--- src/hw/mapper_pkg.sv ---
`default_nettype none

package mapper_pkg;

    // mapper geometry
    localparam int NUM_REGIONS = 8;
    localparam int NUM_REGS = 32;

    // one-byte mailbox towards the sound cpu
    localparam int SND_LATCH_REG = 3;

    // region i: config byte at 16+2i, base byte at 17+2i
    localparam int CFG_BASE_REG = 16;

    // all function code bits set on interrupt acknowledge
    localparam int IACK_FC = 7;

    // 68000 word address, a0 is not on the bus
    typedef logic [23:1] cpu_addr_t;
    typedef logic [7:0] byte_t;
    typedef logic [4:0] reg_addr_t;
    typedef logic [NUM_REGIONS-1:0] region_mask_t;

    // 0: 64 kB, 1: 128 kB, 2: 512 kB, 3: 2 MB
    typedef logic [1:0] size_code_t;

    // 0..2: ack after code+1 cycles, 3: external ack
    typedef logic [1:0] wait_code_t;
    typedef logic [2:0] fc_t;

    // config and base bytes of every region, from register 16 up
    typedef byte_t [2*NUM_REGIONS-1:0] region_cfg_t;

    // dtack state machine
    typedef enum logic [1:0] {
        ACK_IDLE,
        ACK_WAIT,
        ACK_DONE
    } ack_state_t;

endpackage

`default_nettype wire
--- src/hw/mmr_bus_if.sv ---
`timescale 1ns/1ps
`default_nettype none

interface mmr_bus_if
    import mapper_pkg::*;
();

    // single-cycle write strobe into the register file
    logic wr;
    reg_addr_t addr;
    byte_t wdata;

    // sticky flag, cpu has lost register access
    logic cpu_locked;

    // arbiter side
    modport arb (
        output wr,
        output addr,
        output wdata,
        output cpu_locked
    );

    // register file side
    modport regs (
        input wr,
        input addr,
        input wdata
    );

endinterface

`default_nettype wire

--- src/hw/sys_mapper.sv ---
`timescale 1ns/1ps
`default_nettype none

module sys_mapper
    import mapper_pkg::*;
(
    input  logic         clk,
    input  logic         rst,
    input  cpu_addr_t    cpu_addr,
    input  logic [15:0]  cpu_dout,
    input  logic         cpu_asn,
    input  logic [1:0]   cpu_dswn,
    input  fc_t          cpu_fc,
    input  logic         ext_ackn,
    input  logic         vint,
    input  reg_addr_t    mcu_addr,
    input  byte_t        mcu_dout,
    input  logic         mcu_wr,
    input  logic         snd_rd,
    input  logic [3:0]   st_addr,
    output logic         cpu_dtackn,
    output logic         cpu_vpan,
    output logic [2:0]   cpu_ipln,
    output logic         mcu_intn,
    output byte_t        snd_dout,
    output logic         snd_obf,
    output region_mask_t active,
    output byte_t        st_dout
);

    region_cfg_t region_cfg;
    wait_code_t wait_code;
    logic cpu_wr_req;

    // arbitrated register write
    mmr_bus_if mmr_bus();

    // cpu register index from a5..a1, data on the low byte lane
    mmr_arbiter u_arbiter (
        .clk          (clk),
        .rst          (rst),
        .cpu_wr_req   (cpu_wr_req),
        .cpu_addr_reg (cpu_addr[5:1]),
        .cpu_wdata    (cpu_dout[7:0]),
        .mcu_wr       (mcu_wr),
        .mcu_addr     (mcu_addr),
        .mcu_wdata    (mcu_dout),
        .bus          (mmr_bus)
    );

    mapper_regs u_regs (
        .clk        (clk),
        .rst        (rst),
        .bus        (mmr_bus),
        .snd_rd     (snd_rd),
        .snd_dout   (snd_dout),
        .snd_obf    (snd_obf),
        .st_addr    (st_addr),
        .st_dout    (st_dout),
        .region_cfg (region_cfg)
    );

    region_decode u_decode (
        .cpu_addr   (cpu_addr),
        .cpu_fc     (cpu_fc),
        .region_cfg (region_cfg),
        .active     (active),
        .wait_code  (wait_code)
    );

    cpu_bus_ctrl u_bus_ctrl (
        .clk        (clk),
        .rst        (rst),
        .cpu_asn    (cpu_asn),
        .cpu_dswn   (cpu_dswn),
        .cpu_fc     (cpu_fc),
        .ext_ackn   (ext_ackn),
        .vint       (vint),
        .active     (active),
        .wait_code  (wait_code),
        .cpu_wr_req (cpu_wr_req),
        .cpu_dtackn (cpu_dtackn),
        .cpu_vpan   (cpu_vpan),
        .cpu_ipln   (cpu_ipln),
        .mcu_intn   (mcu_intn)
    );

endmodule

`default_nettype wire

--- src/hw/cpu_bus_ctrl.sv ---
`timescale 1ns/1ps
`default_nettype none

module cpu_bus_ctrl
    import mapper_pkg::*;
(
    input  logic         clk,
    input  logic         rst,
    input  logic         cpu_asn,
    input  logic [1:0]   cpu_dswn,
    input  fc_t          cpu_fc,
    input  logic         ext_ackn,
    input  logic         vint,
    input  region_mask_t active,
    input  wait_code_t   wait_code,
    output logic         cpu_wr_req,
    output logic         cpu_dtackn,
    output logic         cpu_vpan,
    output logic [2:0]   cpu_ipln,
    output logic         mcu_intn
);

    ack_state_t ack_state;
    wait_code_t wait_lat;
    wait_code_t wait_cnt;
    logic vint_s1;
    logic vint_s2;
    logic irq;
    logic iack;
    logic wr_cond;
    logic wr_seen;

    // dtack wait states
    // wait code captured once, at the start of the access
    always_ff @(posedge clk or posedge rst) begin
        if (rst) begin
            ack_state <= ACK_IDLE;
            wait_lat <= '0;
            wait_cnt <= '0;
        end else begin
            case (ack_state)
                ACK_IDLE: begin
                    if (!cpu_asn) begin
                        ack_state <= ACK_WAIT;
                        wait_lat <= wait_code;
                        wait_cnt <= '0;
                    end
                end
                ACK_WAIT: begin
                    if (cpu_asn) begin
                        // strobe dropped early
                        ack_state <= ACK_IDLE;
                    end else if (wait_lat == 2'd3) begin
                        if (!ext_ackn) begin
                            ack_state <= ACK_DONE;
                        end
                    end else if (wait_cnt == wait_lat) begin
                        ack_state <= ACK_DONE;
                    end else begin
                        wait_cnt <= wait_cnt + 2'd1;
                    end
                end
                default: begin
                    // hold ack until the cpu lets go of the strobe
                    if (cpu_asn) begin
                        ack_state <= ACK_IDLE;
                    end
                end
            endcase
        end
    end

    // released as soon as the strobe goes high
    assign cpu_dtackn = (ack_state != ACK_DONE) || cpu_asn;

    // vblank edge detect on two samples
    assign iack = (cpu_fc == fc_t'(IACK_FC)) && !cpu_asn;

    always_ff @(posedge clk or posedge rst) begin
        if (rst) begin
            vint_s1 <= 1'b0;
            vint_s2 <= 1'b0;
            irq <= 1'b0;
        end else begin
            vint_s1 <= vint;
            vint_s2 <= vint_s1;
            // ack has priority over a new edge
            if (iack) begin
                irq <= 1'b0;
            end else if (vint_s1 && !vint_s2) begin
                irq <= 1'b1;
            end
        end
    end

    // autovector on ack, level 4 request
    assign cpu_vpan = !iack;
    assign cpu_ipln = {!irq, 2'b11};
    assign mcu_intn = !irq;

    // low byte write outside all regions goes to the register file
    assign wr_cond = !cpu_asn && !cpu_dswn[0] && (active == '0);

    // one pulse per access
    always_ff @(posedge clk or posedge rst) begin
        if (rst) begin
            wr_seen <= 1'b0;
            cpu_wr_req <= 1'b0;
        end else begin
            wr_seen <= wr_cond;
            cpu_wr_req <= wr_cond && !wr_seen;
        end
    end

endmodule

`default_nettype wire

--- src/hw/region_decode.sv ---
`timescale 1ns/1ps
`default_nettype none

module region_decode
    import mapper_pkg::*;
(
    input  cpu_addr_t    cpu_addr,
    input  fc_t          cpu_fc,
    input  region_cfg_t  region_cfg,
    output region_mask_t active,
    output wait_code_t   wait_code
);

    region_mask_t hit;
    region_mask_t lowest;

    // compare the top address bits against the base byte
    // larger regions compare fewer bits
    function automatic logic base_match(cpu_addr_t addr, byte_t cfg, byte_t base);
        size_code_t size;
        size = cfg[1:0];
        case (size)
            2'd0:    base_match = addr[23:16] == base;
            2'd1:    base_match = addr[23:17] == base[7:1];
            2'd2:    base_match = addr[23:19] == base[7:3];
            default: base_match = addr[23:21] == base[7:5];
        endcase
    endfunction

    // raw hits, several regions may overlap
    always_comb begin
        for (int i = 0; i < NUM_REGIONS; i++) begin
            hit[i] = base_match(cpu_addr, region_cfg[2*i], region_cfg[2*i+1]);
        end
    end

    // isolate lowest set bit, lowest index wins
    assign lowest = hit & (~hit + region_mask_t'(1));

    // irq ack cycles never hit a region
    assign active = (cpu_fc == fc_t'(IACK_FC)) ? '0 : lowest;

    // wait code from bits 3:2 of the winning config byte
    always_comb begin
        wait_code = '0;
        for (int i = 0; i < NUM_REGIONS; i++) begin
            if (active[i]) begin
                wait_code = region_cfg[2*i][3:2];
            end
        end
    end

endmodule

`default_nettype wire

--- src/hw/mapper_regs.sv ---
`timescale 1ns/1ps
`default_nettype none

module mapper_regs
    import mapper_pkg::*;
(
    input  logic        clk,
    input  logic        rst,
    mmr_bus_if.regs     bus,
    input  logic        snd_rd,
    output byte_t       snd_dout,
    output logic        snd_obf,
    input  logic [3:0]  st_addr,
    output byte_t       st_dout,
    output region_cfg_t region_cfg
);

    byte_t mmr [NUM_REGS];
    reg_addr_t st_sel;

    // register file, all bytes zero out of reset
    always_ff @(posedge clk or posedge rst) begin
        if (rst) begin
            for (int i = 0; i < NUM_REGS; i++) begin
                mmr[i] <= '0;
            end
        end else if (bus.wr) begin
            mmr[bus.addr] <= bus.wdata;
        end
    end

    // mailbox full flag
    // sound side read beats a write in the same cycle
    always_ff @(posedge clk or posedge rst) begin
        if (rst) begin
            snd_obf <= 1'b0;
        end else if (snd_rd) begin
            snd_obf <= 1'b0;
        end else if (bus.wr && bus.addr == reg_addr_t'(SND_LATCH_REG)) begin
            snd_obf <= 1'b1;
        end
    end

    assign snd_dout = mmr[SND_LATCH_REG];

    // status index: 0-7 -> base bytes, 8-15 -> config bytes
    assign st_sel = reg_addr_t'(CFG_BASE_REG + {st_addr[2:0], ~st_addr[3]});

    // one cycle behind st_addr
    always_ff @(posedge clk) begin
        st_dout <= mmr[st_sel];
    end

    // upper half of the file is the region map
    always_comb begin
        for (int i = 0; i < 2*NUM_REGIONS; i++) begin
            region_cfg[i] = mmr[CFG_BASE_REG + i];
        end
    end

endmodule

`default_nettype wire

--- src/hw/mmr_arbiter.sv ---
`timescale 1ns/1ps
`default_nettype none

module mmr_arbiter
    import mapper_pkg::*;
(
    input  logic      clk,
    input  logic      rst,
    input  logic      cpu_wr_req,
    input  reg_addr_t cpu_addr_reg,
    input  byte_t     cpu_wdata,
    input  logic      mcu_wr,
    input  reg_addr_t mcu_addr,
    input  byte_t     mcu_wdata,
    mmr_bus_if.arb    bus
);

    logic locked;

    // first mcu write takes the register file for good
    always_ff @(posedge clk or posedge rst) begin
        if (rst) begin
            locked <= 1'b0;
        end else if (mcu_wr) begin
            locked <= 1'b1;
        end
    end

    // mcu wins, cpu only while not locked out
    // a cpu request in the same cycle as an mcu write is lost
    always_comb begin
        if (mcu_wr) begin
            bus.wr = 1'b1;
            bus.addr = mcu_addr;
            bus.wdata = mcu_wdata;
        end else begin
            bus.wr = cpu_wr_req && !locked;
            bus.addr = cpu_addr_reg;
            bus.wdata = cpu_wdata;
        end
    end

    // visible to the checkers only
    assign bus.cpu_locked = locked;

endmodule

`default_nettype wire

--- config.mk ---
export PLATFORM = sky130hd
export DESIGN_NAME = sys_mapper
export DESIGN_NICKNAME = d
export VERILOG_FILES = /design/src/hw/mapper_pkg.sv /design/src/hw/mmr_bus_if.sv /design/src/hw/sys_mapper.sv /design/src/hw/cpu_bus_ctrl.sv /design/src/hw/region_decode.sv /design/src/hw/mapper_regs.sv /design/src/hw/mmr_arbiter.sv
export SDC_FILE = /design/constraint.sdc
export NUM_CORES = 1
export LEC_CHECK = 0
export ABC_CLOCK_PERIOD_IN_PS = 6300
export BUFFER_PORTS_ARGS = -buffer_cell sky130_fd_sc_hd__buf_2
export CELL_PAD_IN_SITES_DETAIL_PLACEMENT = 1
export CELL_PAD_IN_SITES_GLOBAL_PLACEMENT = 1
export CORE_MARGIN = 8
export CORE_UTILIZATION = 46
export CTS_BUF_LIST = sky130_fd_sc_hd__clkbuf_16
export DETAILED_ROUTE_END_ITERATION = 6
export GPL_TIMING_DRIVEN = 0
export PLACE_DENSITY = 0.89
export SYNTH_ARGS = -nofsm -noshare
export SYNTH_HDL_FRONTEND = slang
export SYNTH_SLANG_ARGS = --single-unit
--- constraint.sdc ---
create_clock -name clk -period 6.3 [get_ports clk]
set_input_delay 0.63 -clock clk [delete_from_list [all_inputs] [get_ports clk]]
set_output_delay 0.63 -clock clk [all_outputs]
set_load 0.005 [all_outputs]
; Word level (Yosys, flattened, before mapping)
; Cells that the tools add are included.
[classes]
muxes = 42
n_lt_le_gt_ge = 3
bitwise = 6
n_reduce_logical = 33
n_addsub = 3
n_eq_ne = 60
[op_table]
columns = operator, n
row1 = 256-bit bitwise mux, 1
row2 = 8-bit equality test, 8
row3 = 7-bit equality test, 8
row4 = 8-bit binary-select mux with 5-bit select, 1
row5 = 8-bit demux with 5-bit select, 1
row6 = 5-bit equality test, 8
row7 = 8-bit 2-to-1 mux, 5
row8 = 2-bit 2-to-1 mux, 18
row9 = 3-bit equality test, 8
row10 = 1-bit one-hot mux with 3 select lines, 8
row11 = "2-bit by 1-bit equality test with 1-bit output, second input constant", 9
row12 = "2-bit equality test, second input constant", 9
row13 = 2-bit logical NOT, 9
row14 = "6-bit greater-or-equal comparator, second input constant", 2
row15 = 5-bit inverter with 6-bit output, 2
row16 = "2-bit inequality test, second input constant", 5
row17 = "8-bit by 1-bit adder with 8-bit output, second input constant", 1
row18 = 8-bit bitwise AND, 1
row19 = 1-bit logical AND, 8
row20 = 8-bit logical NOT, 1
row21 = 8-bit inverter, 1
row22 = 2-bit one-hot mux with 2 select lines, 2
row23 = 1-bit logical NOT, 7
row24 = "6-bit by 1-bit < comparator with 1-bit output, second input constant", 1
row25 = other kinds (16), 23
[totals]
out_inout_bits = 31
in_bits = 68
word_cells = 190
register_bits = 277

; Longest topological paths before layout
; Gate-level depths: netlist of the first run.
[logic_depth]
word_depth = 14
ltp_mapped = 8
ltp_nobuf = 7

; Modules after synthesis
; Synthesis of the first run repeated with hierarchy kept, for this count alone.
[unflattened]
hier_cells = 619
hier_area_um2 = 8415.6
[by_module_without_submodules]
columns = module, area_per_inst_um2, cells_each, seq_area_each_um2, n_inst
row1 = mapper_regs, 6366.1, 395, 3588.4, 1
row2 = region_decode, 1223.7, 149, 0.0, 1
row3 = cpu_bus_ctrl, 570.5, 55, 275.3, 1
row4 = mmr_arbiter, 255.2, 20, 25.0, 1

; Worst setup path before layout of the first run
; OpenSTA, ideal clock, no wires.
[synth_timing]
path_kind = input port to output port
startpoint = in cpu_addr[17]
endpoint = out active[5]
path_buffers = 1
path_slack_ns = 3.606
path_stages = 6
t_required_ns = 5.670
t_arrival_ns = 2.064
cell_sequence = buf_6 xnor2_1 a41oi_1 a211oi_2 or4b_4 nor3_4
[synth_between]
elab_chain_len = 6
elab_cells_between_ends = 22
classes_between = 1 x add/sub / 12 x eq/ne / 7 x mux / 2 x bitwise
[synth_lines]
columns = item, line_no
row1 = start: declaration, sys_mapper.sv:9  ; input cpu_addr_t cpu_addr,
row2 = 8-bit equality test / 7-bit equality test (equally long branches), "region_decode.sv:23, region_decode.sv:24"
row3 = 1-bit one-hot mux with 3 select lines, region_decode.sv:22  ; case (size)
row4 = 8-bit inverter, region_decode.sv:38  ; assign lowest = hit & (~hit + region_mask_t'(1));
row5 = 8-bit by 1-bit adder with 8-bit output, region_decode.sv:38
row6 = 8-bit bitwise AND *, region_decode.sv:38
row7 = 8-bit 2-to-1 mux *, region_decode.sv:41  ; assign active = (cpu_fc == fc_t'(IACK_FC)) ? '0 : lowest;
row8 = end: declaration, sys_mapper.sv:27  ; output region_mask_t active,
; Mark *: on every way between the ends. The rest lies on a longest branch, timed or not.

; Worst setup path in the final report of the first run
[layout_timing]
startpoint = reg u_regs.mmr, in the netlist u_regs.region_cfg[59]
endpoint = out active[7]
[layout_between]
elab_chain_len = 6
elab_cells_between_ends = 8
classes_between = 1 x add/sub / 3 x eq/ne / 2 x mux / 2 x bitwise
[layout_lines]
columns = item, line_no
row1 = start: declaration, mapper_regs.sv:18  ; byte_t mmr [NUM_REGS];
row2 = start signal: indexed assignment, mapper_regs.sv:28  ; mmr[bus.addr] <= bus.wdata;
row3 = "8-bit equality test, or another cell as far along", region_decode.sv:23  ; 2'd0: base_match = addr[23:16] == base;
row4 = 1-bit one-hot mux with 3 select lines *, region_decode.sv:22
row5 = 8-bit inverter *, region_decode.sv:38
row6 = 8-bit by 1-bit adder with 8-bit output *, region_decode.sv:38
row7 = 8-bit bitwise AND *, region_decode.sv:38
row8 = 8-bit 2-to-1 mux *, region_decode.sv:41
; Marked as above.

==> impl_summary.txt, run 1 <==
----------------------------------------------------
[Status]
  Result of the run ... finished, final reports clean

[Power and ir drop]
  Post-layout total power ... between 3 and 4 mW
  IR Drop Worst-Case VDD ... 0.2355 mV
  Internal power of the cells ... 2.234 mW
  Gate power share ... 25.1%
  Lkg Pwr ... 4.081 nW
  Reg power frac ... 45.6%
  Switching Fraction ... between 30% and 40%
  Clk network pwr share ... 29.2%
  Power density over cell area ... around 360 nW/µm²
  Switching power of the nets ... about 1.1 mW

[Synth]
  Async set-reset flop share out of synthesis ... 94.90%
  Synth area leader ... sky130_fd_sc_hd__dfrtp_1
  Register bit total from synthesis ... 157
  Netlist area before placement ... 7964 µm²
  Sequential element share of the synthesized area ... 48.83%
  Number of distinct standard cells referenced by the synthesized netlist ... 58
  Synthesized area divided by synthesized cell count ... 10.37 µm²
  Synth Flop Type ... sky130_fd_sc_hd__dfrtp_1
  Cell with the most instances after synthesis ... sky130_fd_sc_hd__dfrtp_1
  Cells after Synth ... between 700 and 800
  Most used standard cells in the synthesized netlist ... sky130_fd_sc_hd__dfrtp_1, sky130_fd_sc_hd__nand2_1, sky130_fd_sc_hd__o21ai_0
  Share of the synthesized area in the top cell type ... 46.82%
  Number of flops mapped to enable cells by yosys ... 0
  YS warnings ... 0
  Cell types occupying the most area after synthesis ... sky130_fd_sc_hd__dfrtp_1, sky130_fd_sc_hd__mux4_2, sky130_fd_sc_hd__o21ai_0, sky130_fd_sc_hd__nand2_1, sky130_fd_sc_hd__xnor2_1

[Clock tree]
  Clock tree from TritonCTS ... built
  Number of clock sinks ... 157
  Source-to-sink clock delay at the later pin of the worst-skew pair ... 440 ps
  Maximum root-to-sink buffer count ... 2
  Clock Root Buffer ... sky130_fd_sc_hd__clkbuf_16
  Count of instances resized after the clock tree is built ... 0
  Number of buffers added by the clock tree synthesis step ... 17
  Postcts setup bufs ... 0
  Clock slew seen by the registers of the worst setup and hold paths ... 60 ps
  Quantity of hold-fixing buffers added after cts ... 0
  Deepest level of the CTS H-tree ... 4

[Worst setup path]
  Longest individual stage delay on the worst path ... 680 ps
  Worst reg-to-reg path cell count ... 7
  Sequence of cells on the critical path ... xor2_1, nor4_1, o221ai_1, and2_1, nand3_1, nor2_1, buf_2
  Type of the setup path with the least slack ... reg -> out
  Count of buffering cells on the critical path with inverters included ... 1
  Worst Path Max Fanout ... 7
  Capture point of the worst path ... active[7]
  Data arrival time of the critical path ... 2740 ps
  Cell class contributing the biggest share of worst-path delay ... simple AND/OR/NAND/NOR gates
  FF-to-FF End ... u_bus_ctrl.wait_lat[0]$_DFFE_PP0P_
  Critical path required time ... 5670 ps
  Critical R2R Launch ... u_regs.region_cfg[44]$_DFFE_PP0P_
  Worst setup EP type ... output port
  Slack of the worst reg-to-reg path ... 3680 ps
  Crit path launch type ... flop
  Levels on crit path ... 7
  Cell at the slowest stage of the critical path ... sky130_fd_sc_hd__o221ai_1
  Origin of the worst setup path ... u_regs.region_cfg[59]$_DFFE_PP0P_

[Final layout]
  Layout overhead on the synthesized area ... 14.89%
  Net total in the final layout ... 922
  Post-route core utilization ... 53.46%
  Number of antenna cells inserted ... 0
  Summed area of non-filler cells in the final layout ... 9150 µm²
  Layout cell share with drive strength beyond 1 ... 18.45%

[Worst hold path]
  Class of the tightest hold or removal check ... in -> async

[Global route]
  Initial antenna violation count ... 0
  Global-route congestion overflow total ... 0
  Largest net degree at the start of global routing ... 92
  Combined global-route utilization of all metal layers ... about a quarter
  First-pass GRT wire length ... 41.12 mm
  Vias in the first global route ... 7411

[Die]
  Top Ports ... 99
  Effective utilization at floorplan ... a little under half
  Die X-Extent ... between 100 and 150 µm
  Placement row count ... 48
  Die height ... 147.6 µm
  Core area ... between 15000 and 20000 µm²
  Total Die Area ... between 20000 and 25000 µm²

[Timing]
  RSZ-0062 raised after global routing ... no
  Transition at the pin with the smallest max-transition slack ... 1019 ps
  Final setup violation count ... 0
  Remaining max-slew budget at the tightest pin ... 32.07%
  Worst Clk Skew ... 10.80 ps
  Count of final hold-check violations ... 0
  Fmax achieved ... 296.7 MHz
  Final clock period utilization by the worst path ... between 50% and 60%
  Crit path time final ... 3371 ps
  Final slew viol count ... 0

[Place]
  Count of buffers from port buffering ... 65
  Post-place instance area ... 8607 µm²
  Final HPWL from detailed placement ... 18.90 mm
  Gpl congestion ... 0.8631

[Routing]
  Number of vias per cell after detailed routing ... 6.061
  Final routed wire length divided by cell count ... 23.96 µm
  Count of vias placed by the detailed router ... 6619
  DRC violation count after routing ... 0
  Drt pass-1 iters ... 5
  Number of nets with antenna violations after detailed routing ... 0
  1st-iter DRT viols ... between 500 and 600
  Drt total wl ... 26.17 mm

[Run]
  Max_cap viols ... 0

----------------------------------------------------
-- final cells by class --
class	count	area (µm²)
Timing Repair Buffer	66	352.8
Multi-Input combinational cell	546	3777
Fill cell	1911	7966
Clock inverter	15	117.6
Buffer	49	237.7
Tap cell	225	281.5
Sequential cell	157	3889
Clock buffer	17	425.4
Inverter	17	68.82
-- logic make-up (layout without fill, tap and decap cells) --
family	Yosys count	count (layout)	share of synthesized area [%]
muxes	56	56	13.37
xor gates and xnor gates	65	65	7.431
and+or+nand+nor	231	231	12.49
AOI/OAI and AO/OA	192	192	14.05
DFF	157	157	48.83
other	1	2	0.04709
buffers and inverters	66	164	3.786
-- metrics by stage --
step                setup TNS (ps)  hold slack, ps  worst slack [ps]  instances
global placement             -1972           373.3            -26.74       1059
detailed placement               0           377.1              2797       1060
finish                           0           260.3              2929       1092
CTS                              0           279.1              2977       1092
floorplan                        0           354.6              1662        769
global route                     0           302.9              2768       1092
-- power by group through the flow --
stage | Sequential, mW | Combinational (mW) | Clock [mW]
floorplan | 1.44 | 0.581 | 0
global route | 1.55 | 0.920 | 1.02
global placement | 1.50 | 0.747 | 0
CTS | 1.51 | 0.836 | 0.975
finish | 1.52 | 0.838 | 0.976
detailed placement | 1.52 | 0.810 | 0
-- how the worst min path moves through the flow --
| stage | end | slack [ps] | cells past startpoint |
|---|---|---|---|
| floorplan | u_bus_ctrl.vint_s2$_DFF_PP0_ | 350 | 0 |
| global placement | u_bus_ctrl.vint_s2$_DFF_PP0_ | 370 | 0 |
| detailed placement | u_bus_ctrl.vint_s2$_DFF_PP0_ | 380 | 0 |
| CTS | u_bus_ctrl.wait_cnt[0]$_DFFE_PP0P_ | 280 | 2 |
| global route | u_bus_ctrl.wait_cnt[0]$_DFFE_PP0P_ | 300 | 2 |
| finish | u_bus_ctrl.wait_cnt[0]$_DFFE_PP0P_ | 260 | 2 |
-- registers in the layout, summed over array words and instances, names as in the netlist --
register	cells
u_regs.region_cfg	128
u_bus_ctrl.cpu_wr_req	1
u_bus_ctrl.irq	1
u_bus_ctrl.vint_s2	1
u_bus_ctrl.wr_seen	1
u_regs.snd_obf	1
u_regs.st_dout	8
u_bus_ctrl.vint_s1	1
u_regs.snd_dout	8
u_bus_ctrl.ack_state	2
u_bus_ctrl.wait_cnt	2
u_bus_ctrl.wait_lat	2
u_arbiter.bus.cpu_locked	1
-- metal layers --
metal	global-route usage, %	vias to the layer above	wire [µm]
met1	28.99	3380	10450
met2	41.49	303	13050
met5	0	-	0
met3	5.564	89	1479
met4	13.77	0	1189
li1	-	2847	-
-- layout by cell type, fill, tap and decap left out, types with 8 or more instances in the layout --
| cell type | synthesis | routed |
|---|---|---|
| sky130_fd_sc_hd__buf_2 | 4 | 69 |
| sky130_fd_sc_hd__dfxtp_1 | 8 | 8 |
| sky130_fd_sc_hd__nor3_1 | 11 | 11 |
| sky130_fd_sc_hd__clkbuf_1 | 31 | 31 |
| sky130_fd_sc_hd__nand2b_1 | 8 | 8 |
| sky130_fd_sc_hd__mux4_2 | 40 | 40 |
| sky130_fd_sc_hd__inv_1 | 17 | 20 |
| sky130_fd_sc_hd__nand2_1 | 120 | 120 |
| sky130_fd_sc_hd__dfrtp_1 | 149 | 149 |
| sky130_fd_sc_hd__mux2i_1 | 13 | 13 |
| sky130_fd_sc_hd__nor2_1 | 67 | 67 |
| sky130_fd_sc_hd__o21ai_0 | 100 | 100 |
| sky130_fd_sc_hd__xor2_1 | 28 | 28 |
| sky130_fd_sc_hd__clkbuf_16 | 0 | 17 |
| sky130_fd_sc_hd__xnor2_1 | 34 | 34 |
| sky130_fd_sc_hd__a21oi_1 | 45 | 45 |
Power figures use the tool's default switching activity.
==> inputs of run 2 (changes only) <==
--- a/config.mk
+++ b/config.mk
@@ -5,7 +5,7 @@
 export SDC_FILE = /design/constraint.sdc
 export NUM_CORES = 1
 export LEC_CHECK = 0
-export ABC_CLOCK_PERIOD_IN_PS = 6300
+export ABC_CLOCK_PERIOD_IN_PS = 3170
 export BUFFER_PORTS_ARGS = -buffer_cell sky130_fd_sc_hd__buf_2
 export CELL_PAD_IN_SITES_DETAIL_PLACEMENT = 1
 export CELL_PAD_IN_SITES_GLOBAL_PLACEMENT = 1
==> constraint.sdc (replaced) <==
create_clock -name clk -period 3.17 [get_ports clk]
set_input_delay 0.317 -clock clk [delete_from_list [all_inputs] [get_ports clk]]
set_output_delay 0.317 -clock clk [all_outputs]
set_load 0.005 [all_outputs]
==> run 2 against run 1 <==
Effect of this change: sequential cell count is the same; global-route usage is essentially flat; hold slack lost 230 ps; utilization is 0.71 points higher; final area increased by 1.3%; register-to-register slack got worse by 3200 ps; critical endpoint is now active[5]; clock power rose by 110%; die area unchanged; count of clock-buffer cells in the layout unchanged; non-clock buffer count up 5; largest power group unchanged; critical path type unchanged; setup slack got worse by 2800 ps.
==> impl_summary.txt, run 2 (synthesis gave the netlist of run 1 again) <==
----------------------------------------------------
[Clock tree]
  Clock slew seen by the registers of the worst setup and hold paths ... 60 ps (about the same)
  Deepest level of the CTS H-tree ... 4 (unchanged)
  Number of clock sinks ... 157 (unchanged)
  Source-to-sink clock delay at the later pin of the worst-skew pair ... 440 ps (about the same)
  Postcts setup bufs ... 0 (unchanged)
  Clock Root Buffer ... sky130_fd_sc_hd__clkbuf_16 (unchanged)
  Number of buffers added by the clock tree synthesis step ... 17 (unchanged)
  Clock tree from TritonCTS ... built (unchanged)
  Maximum root-to-sink buffer count ... 2 (unchanged)

[Worst setup path]
  Cell class contributing the biggest share of worst-path delay ... simple AND/OR/NAND/NOR gates (unchanged)
  Count of buffering cells on the critical path with inverters included ... 1 (unchanged)
  Type of the setup path with the least slack ... reg -> out (unchanged)
  Worst setup EP type ... output port (unchanged)
  Cell at the slowest stage of the critical path ... sky130_fd_sc_hd__or4b_4 (was sky130_fd_sc_hd__o221ai_1)
  Data arrival time of the critical path ... 2700 ps (was 2740 ps)
  Longest individual stage delay on the worst path ... 610 ps (was 680 ps)
  Worst Path Max Fanout ... 7 (unchanged)
  Crit path launch type ... flop (unchanged)
  Critical path required time ... 2850 ps (was 5670 ps)
  Sequence of cells on the critical path ... xnor2_1, a41oi_1, a211oi_2, or4b_4, nor3_4, buf_2 (was xor2_1, nor4_1, o221ai_1, and2_1, nand3_1, nor2_1, buf_2)

[Routing]
  Drt pass-1 iters ... 6 (was 5)
  Final routed wire length divided by cell count ... 23.68 µm (was 23.96 µm)
  Count of vias placed by the detailed router ... 6557 (was 6619)
  Number of nets with antenna violations after detailed routing ... 0 (unchanged)
  Number of vias per cell after detailed routing ... 5.977 (was 6.061)
  1st-iter DRT viols ... 492 (was 531)
  Drt total wl ... 25.97 mm (was 26.17 mm)
  DRC violation count after routing ... 0 (unchanged)

[Power and ir drop]
  Gate power share ... 24.8% (was 25.1%)
  Reg power frac ... 44.8% (was 45.6%)
  Switching Fraction ... 32.74% (was 33.06%)
  Lkg Pwr ... 4.114 nW (was 4.081 nW)
  Post-layout total power ... 6.749 mW (was 3.337 mW)
  Clk network pwr share ... 30.4% (was 29.2%)
  Internal power of the cells ... 4.540 mW (was 2.234 mW)
  Switching power of the nets ... 2.209 mW (was 1.103 mW)
  Power density over cell area ... 727.9 nW/µm² (was 364.7 nW/µm²)
  IR Drop Worst-Case VDD ... 0.4706 mV (was 0.2355 mV)

[Place]
  Count of buffers from port buffering ... 65 (unchanged)
  Gpl congestion ... 0.8497 (was 0.8631)
  Number of placed instances with taps included ... 1063 (was 1060)
  Post-place instance area ... 8666 µm² (was 8607 µm²)
  Final HPWL from detailed placement ... 19.00 mm (was 18.90 mm)
  Setup slack at placement ... 78.02 ps (was 2797 ps)

[Global route]
  Initial antenna violation count ... 0 (unchanged)
  Vias in the first global route ... 7285 (was 7411)
  First-pass GRT wire length ... 41.34 mm (was 41.12 mm)
  Largest net degree at the start of global routing ... 43 (was 92)
  Combined global-route utilization of all metal layers ... 24.70% (was 24.74%)
  Global-route congestion overflow total ... 0 (unchanged)

[Timing]
  Worst Setup Slack, final ... 151.4 ps (was 2929 ps)
  Final-layout worst hold slack ... 28.56 ps (was 260.3 ps)
  Final slew viol count ... 0 (unchanged)
  Final clock period utilization by the worst path ... 95.23%
  Final setup violation count ... 0 (unchanged)
  RSZ-0062 raised after global routing ... no (unchanged)
  Fmax achieved ... 331.3 MHz
  Post-Route Setup TNS ... 0 ps (unchanged)
  Count of final hold-check violations ... 0 (unchanged)
  Worst Clk Skew ... 9.387 ps (was 10.80 ps)
  Remaining max-slew budget at the tightest pin ... 33.84% (was 32.07%)
  Crit path time final ... approximately 3000 ps
  Transition at the pin with the smallest max-transition slack ... 992.3 ps (was 1019 ps)

[Die]
  Total Die Area ... 21780 µm² (unchanged)
  Placement row count ... 48 (unchanged)
  Core area ... 17120 µm² (unchanged)
  Die X-Extent ... 147.6 µm (unchanged)
  Top Ports ... 99 (unchanged)
  Effective utilization at floorplan ... 46.53% (unchanged)
  Die height ... 147.6 µm (unchanged)

[Final layout]
  Cell Count, Final, Fillers Out ... 1097 (was 1092)
  Net total in the final layout ... 927 (was 922)
  Most used cells in the layout excluding fill and tap cells ... sky130_fd_sc_hd__dfrtp_1, sky130_fd_sc_hd__nand2_1, sky130_fd_sc_hd__o21ai_0 (unchanged)
  Leading cell type in the layout, fill and taps excluded ... sky130_fd_sc_hd__dfrtp_1 (unchanged)
  Summed area of non-filler cells in the final layout ... 9271 µm² (was 9150 µm²)
  Layout cell share with drive strength beyond 1 ... 19.04% (was 18.45%)
  Layout overhead on the synthesized area ... 16.42% (was 14.89%)
  Flip-flop count of the largest register, all copies and words added ... 128 (unchanged)
  Number of antenna cells inserted ... 0 (unchanged)
  Post-route core utilization ... 54.17% (was 53.46%)

[Status]
  Result of the run ... finished, final reports clean (unchanged)

[Run]
  Max_cap viols ... 0 (unchanged)

[Worst hold path]
  Class of the tightest hold or removal check ... in -> reg (was in -> async)

----------------------------------------------------
==> run 2: cell count changes in the layout (fill, tap and decap cells not counted), sizes merged <==
| cell | before | now |
|---|---|---|
| buf | 84 | 87 |
| bufinv | 2 | 3 |
| clkinv | 8 | 9 |
| clkinvlp | 1 | 3 |
| dlygate4sd3 | 0 | 2 |
| inv | 21 | 17 |
==> run 2: worst paths after layout <==
kind / slack (ps) / start / endpoint / cells past startpoint
worst min register to register: 400 / u_bus_ctrl.vint_s1$_DFF_PP0_ / u_bus_ctrl.vint_s2$_DFF_PP0_ / 0
worst min-delay path: 30 / snd_rd / u_regs.snd_obf$_DFFE_PP0P_ / 2
worst max-delay path: 150 / u_regs.region_cfg[10]$_DFFE_PP0P_ / active[5] / 6
worst max register to register: 530 / u_regs.region_cfg[12]$_DFFE_PP0P_ / u_bus_ctrl.wait_lat[0]$_DFFE_PP0P_ / 7
min in group asynchronous: 480 / rst / u_regs.region_cfg[97]$_DFFE_PP0P_ / 3
max in group asynchronous: 1870 / rst / u_regs.region_cfg[68]$_DFFE_PP0P_ / 5
==> run 2: layout make-up <==
class | count | area (µm²)
Tap cell | 225 | 281.5
Inverter | 17 | 67.56
Fill cell | 1910 | 7845
Sequential cell | 157 | 3889
Clock buffer | 17 | 425.4
Multi-Input combinational cell | 546 | 3782
Clock inverter | 15 | 155.1
Buffer | 49 | 237.7
Timing Repair Buffer | 71 | 432.9
==> run 2: power by group through the flow <==
| stage | Combinational, mW | Sequential [mW] | Clock (mW) |
|---|---|---|---|
| finish | 1.68 | 3.02 | 2.05 |
| global route | 1.84 | 3.07 | 2.13 |
| CTS | 1.67 | 3.00 | 2.05 |
| detailed placement | 1.62 | 3.02 | 0 |
| global placement | 1.49 | 2.97 | 0 |
| floorplan | 1.15 | 2.87 | 0 |
==> run 2: repair_timing <==
item,in CTS,in global routing
hold buffers,2,0
endpoints found under the hold margin,21,0
endpoints found under the setup margin,0,2
resized for setup,0,1
==> run 2: routing by layer <==
metal	global-route usage, %	routed length (µm)	up-vias
li1	-	-	2865
met1	29.65	10310	3333
met2	41.72	13090	284
met3	4.739	1540	75
met4	12.60	1037	0
met5	0	0	-
==> inputs of run 3 (changes only) <==
--- a/config.mk
+++ b/config.mk
@@ -10,11 +10,11 @@
 export CELL_PAD_IN_SITES_DETAIL_PLACEMENT = 1
 export CELL_PAD_IN_SITES_GLOBAL_PLACEMENT = 1
 export CORE_MARGIN = 8
-export CORE_UTILIZATION = 46
-export CTS_BUF_LIST = sky130_fd_sc_hd__clkbuf_16
+export CORE_UTILIZATION = 47
+export CTS_BUF_LIST = sky130_fd_sc_hd__clkbuf_8
 export DETAILED_ROUTE_END_ITERATION = 6
 export GPL_TIMING_DRIVEN = 0
-export PLACE_DENSITY = 0.89
+export PLACE_DENSITY = 0.91
 export SYNTH_ARGS = -nofsm -noshare
 export SYNTH_HDL_FRONTEND = slang
 export SYNTH_SLANG_ARGS = --single-unit
==> run 3 against run 2 <==
Effect of this change: maximum frequency decreased by 1.7%; utilization is 0.58 points higher; combinational power up 3%; first-iteration DRC count grew 12%; critical path type unchanged; power shrank 7.3%; clock power is 28% lower; die area decreased by 1.9%; final cell count decreased by 0.27%; sequential cell count stayed put; non-clock buffer count increased by 2; sequential share of layout area increased by 0.89 points; global-route usage is 1.5 points higher.
==> impl_summary.txt, run 3 (synthesis gave the netlist of run 1 again) <==
----------------------------------------------------
[Worst setup path]
  Crit path launch type ... flop (unchanged)
  Critical path required time ... 2850 ps (about the same)
  Longest individual stage delay on the worst path ... 570 ps (was 610 ps)
  Cell at the slowest stage of the critical path ... sky130_fd_sc_hd__or4b_4 (unchanged)
  Worst reg-to-reg path cell count ... 8 (was 7)
  Worst Path Max Fanout ... 6 (was 7)
  Worst setup EP type ... output port (unchanged)
  Data arrival time of the critical path ... 2750 ps (was 2700 ps)
  Type of the setup path with the least slack ... reg -> out (unchanged)
  Sequence of cells on the critical path ... xor2_2, a211oi_1, o211ai_2, or4b_4, nor3_4, buf_2 (was xnor2_1, a41oi_1, a211oi_2, or4b_4, nor3_4, buf_2)

[Global route]
  First-pass GRT wire length ... 43.39 mm (was 41.34 mm)
  Vias in the first global route ... 7762 (was 7285)
  Initial antenna violation count ... 0 (unchanged)
  Largest net degree at the start of global routing ... 40 (was 43)
  Combined global-route utilization of all metal layers ... 26.24% (was 24.70%)
  Global-route congestion overflow total ... 0 (unchanged)

[Clock tree]
  Number of buffers added by the clock tree synthesis step ... 17 (unchanged)
  Maximum root-to-sink buffer count ... 2 (unchanged)
  Clock Root Buffer ... sky130_fd_sc_hd__clkbuf_8 (was sky130_fd_sc_hd__clkbuf_16)
  Clock slew seen by the registers of the worst setup and hold paths ... 100 ps (was 60 ps)
  Deepest level of the CTS H-tree ... 4 (unchanged)
  Number of clock sinks ... 157 (unchanged)
  Clock tree from TritonCTS ... built (unchanged)
  Source-to-sink clock delay at the later pin of the worst-skew pair ... 500 ps (was 440 ps)

[Die]
  Die X-Extent ... 146.2 µm (was 147.6 µm)
  Total Die Area ... 21370 µm² (was 21780 µm²)
  Top Ports ... 99 (unchanged)
  Core area ... 16580 µm² (was 17120 µm²)
  Effective utilization at floorplan ... 48.02% (was 46.53%)
  Die height ... 146.2 µm (was 147.6 µm)
  Placement row count ... 47 (was 48)

[Final layout]
  Net total in the final layout ... 929 (was 927)
  Number of filler cells placed in the layout ... 1860 (was 1910)
  Most used cells in the layout excluding fill and tap cells ... sky130_fd_sc_hd__dfrtp_1, sky130_fd_sc_hd__nand2_1, sky130_fd_sc_hd__o21ai_0 (unchanged)
  Layout cell share with drive strength beyond 1 ... 19.91% (was 19.04%)
  Number of antenna cells inserted ... 0 (unchanged)
  Flip-flop count of the largest register, all copies and words added ... 128 (unchanged)
  Layout overhead on the synthesized area ... 14.00% (was 16.42%)
  Leading cell type in the layout, fill and taps excluded ... sky130_fd_sc_hd__dfrtp_1 (unchanged)

[Place]
  Final HPWL from detailed placement ... 19.93 mm (was 19.00 mm)
  Gpl congestion ... 0.8533 (was 0.8497)
  Count of buffers from port buffering ... 65 (unchanged)

[Routing]
  Final routed wire length divided by cell count ... 25.29 µm (was 23.68 µm)
  1st-iter DRT viols ... 552 (was 492)
  DRC violation count after routing ... 0 (unchanged)
  Drt pass-1 iters ... 5 (was 6)
  Number of nets with antenna violations after detailed routing ... 0 (unchanged)
  Count of vias placed by the detailed router ... 6839 (was 6557)
  Number of vias per cell after detailed routing ... 6.251 (was 5.977)
  Drt total wl ... 27.67 mm (was 25.97 mm)

[Timing]
  Remaining max-slew budget at the tightest pin ... 38.34% (was 33.84%)
  Fmax achieved ... 325.6 MHz (was 331.3 MHz)
  RSZ-0062 raised after global routing ... no (unchanged)
  Crit path time final ... 3071 ps (was 3019 ps)
  Final setup violation count ... 0 (unchanged)
  Final clock period utilization by the worst path ... 96.89% (was 95.23%)
  Worst Clk Skew ... 14.39 ps (was 9.387 ps)
  Post-Route Setup TNS ... 0 ps (unchanged)
  Final slew viol count ... 0 (unchanged)
  Count of final hold-check violations ... 0 (unchanged)
  Transition at the pin with the smallest max-transition slack ... 899.2 ps (was 992.3 ps)

[Power and ir drop]
  Power density over cell area ... 688.8 nW/µm² (was 727.9 nW/µm²)
  IR Drop Worst-Case VDD ... 0.3334 mV (was 0.4706 mV)
  Post-layout total power ... 6.253 mW (was 6.749 mW)
  Lkg Pwr ... 4.028 nW (was 4.114 nW)

[Worst hold path]
  Class of the tightest hold or removal check ... in -> reg (unchanged)
  Hold depth ... 2 (unchanged)

[Run]
  Max_cap viols ... 0 (unchanged)

[Status]
  Result of the run ... finished, final reports clean (unchanged)

----------------------------------------------------
-- run 3: changes by cell type in the layout (fill, tap and decap cells not counted), sizes merged --
cell,before,now
bufinv,3,0
dlygate4sd3,2,3
clkinv,9,2
buf,87,88
inv,17,27
-- run 3: repair_timing --
action | 4_1_cts | 5_1_grt
endpoints found under the setup margin | 0 | 3
endpoints found under the hold margin | 23 | 0
setup buffers | 0 | 1
hold buffers | 3 | 0
gates resized for setup | 0 | 2
-- run 3: through the flow --
stage	utilization [%]	worst slack, ps	cell area, µm²	instances	hold slack [ps]
2_1_floorplan	-	869.9	7971	769	348.4
3_3_place_gp	51.69	6.336	8572	1054	372.4
3_5_place_dp	52.17	34.10	8652	1058	393.6
4_1_cts	54.63	64.76	9060	1093	77.65
5_1_grt	54.75	61.92	9079	1094	86.26
6_report	54.75	98.66	9079	1094	105.9
-- run 3: power breakdown --
group	internal (mW)	total (mW)	switching [mW]
Sequential	2.52	3.04	0.520
Combinational	0.797	1.73	0.930
Clock	0.585	1.48	0.900
-- run 3: final timing paths --
path | startpoint | end | slack [ps]
worst min-delay path | cpu_asn | u_bus_ctrl.ack_state[1]$_DFFE_PP0P_ | 110
max in group asynchronous | rst | u_regs.region_cfg[84]$_DFFE_PP0P_ | 1720
min in group asynchronous | rst | u_bus_ctrl.ack_state[1]$_DFFE_PP0P_ | 410
worst min register to register | u_bus_ctrl.vint_s1$_DFF_PP0_ | u_bus_ctrl.vint_s2$_DFF_PP0_ | 420
worst max register to register | u_regs.region_cfg[28]$_DFFE_PP0P_ | u_bus_ctrl.wait_lat[1]$_DFFE_PP0P_ | 530
worst max-delay path | u_regs.region_cfg[28]$_DFFE_PP0P_ | active[5] | 100
-- run 3: cell type report --
type	instances	area, µm²	share of cell area (%)
Tap cell	220	275.3	3.032
Buffer	49	237.7	2.619
Clock buffer	17	234.0	2.577
Sequential cell	157	3889	42.83
Clock inverter	15	143.9	1.585
Multi-Input combinational cell	546	3789	41.73
Inverter	17	67.56	0.7442
Timing Repair Buffer	73	442.9	4.879
-- run 3: per-layer routing --
metal | vias to the layer above | routed length, µm | track usage (%)
met1 | 3468 | 10400 | 30.26
met5 | - | 0 | 0
met3 | 107 | 1999 | 5.933
met2 | 402 | 14020 | 44.28
li1 | 2862 | - | -
met4 | 0 | 1246 | 15.15
-- run 3: worst max-delay path, delay by kind of cell, from the launching register on --
family	cells	cell delay [ps]
buf+inv	1	200
compound gates	2	470
xor+xnor	1	220
flops	1	450
simple gates	2	920
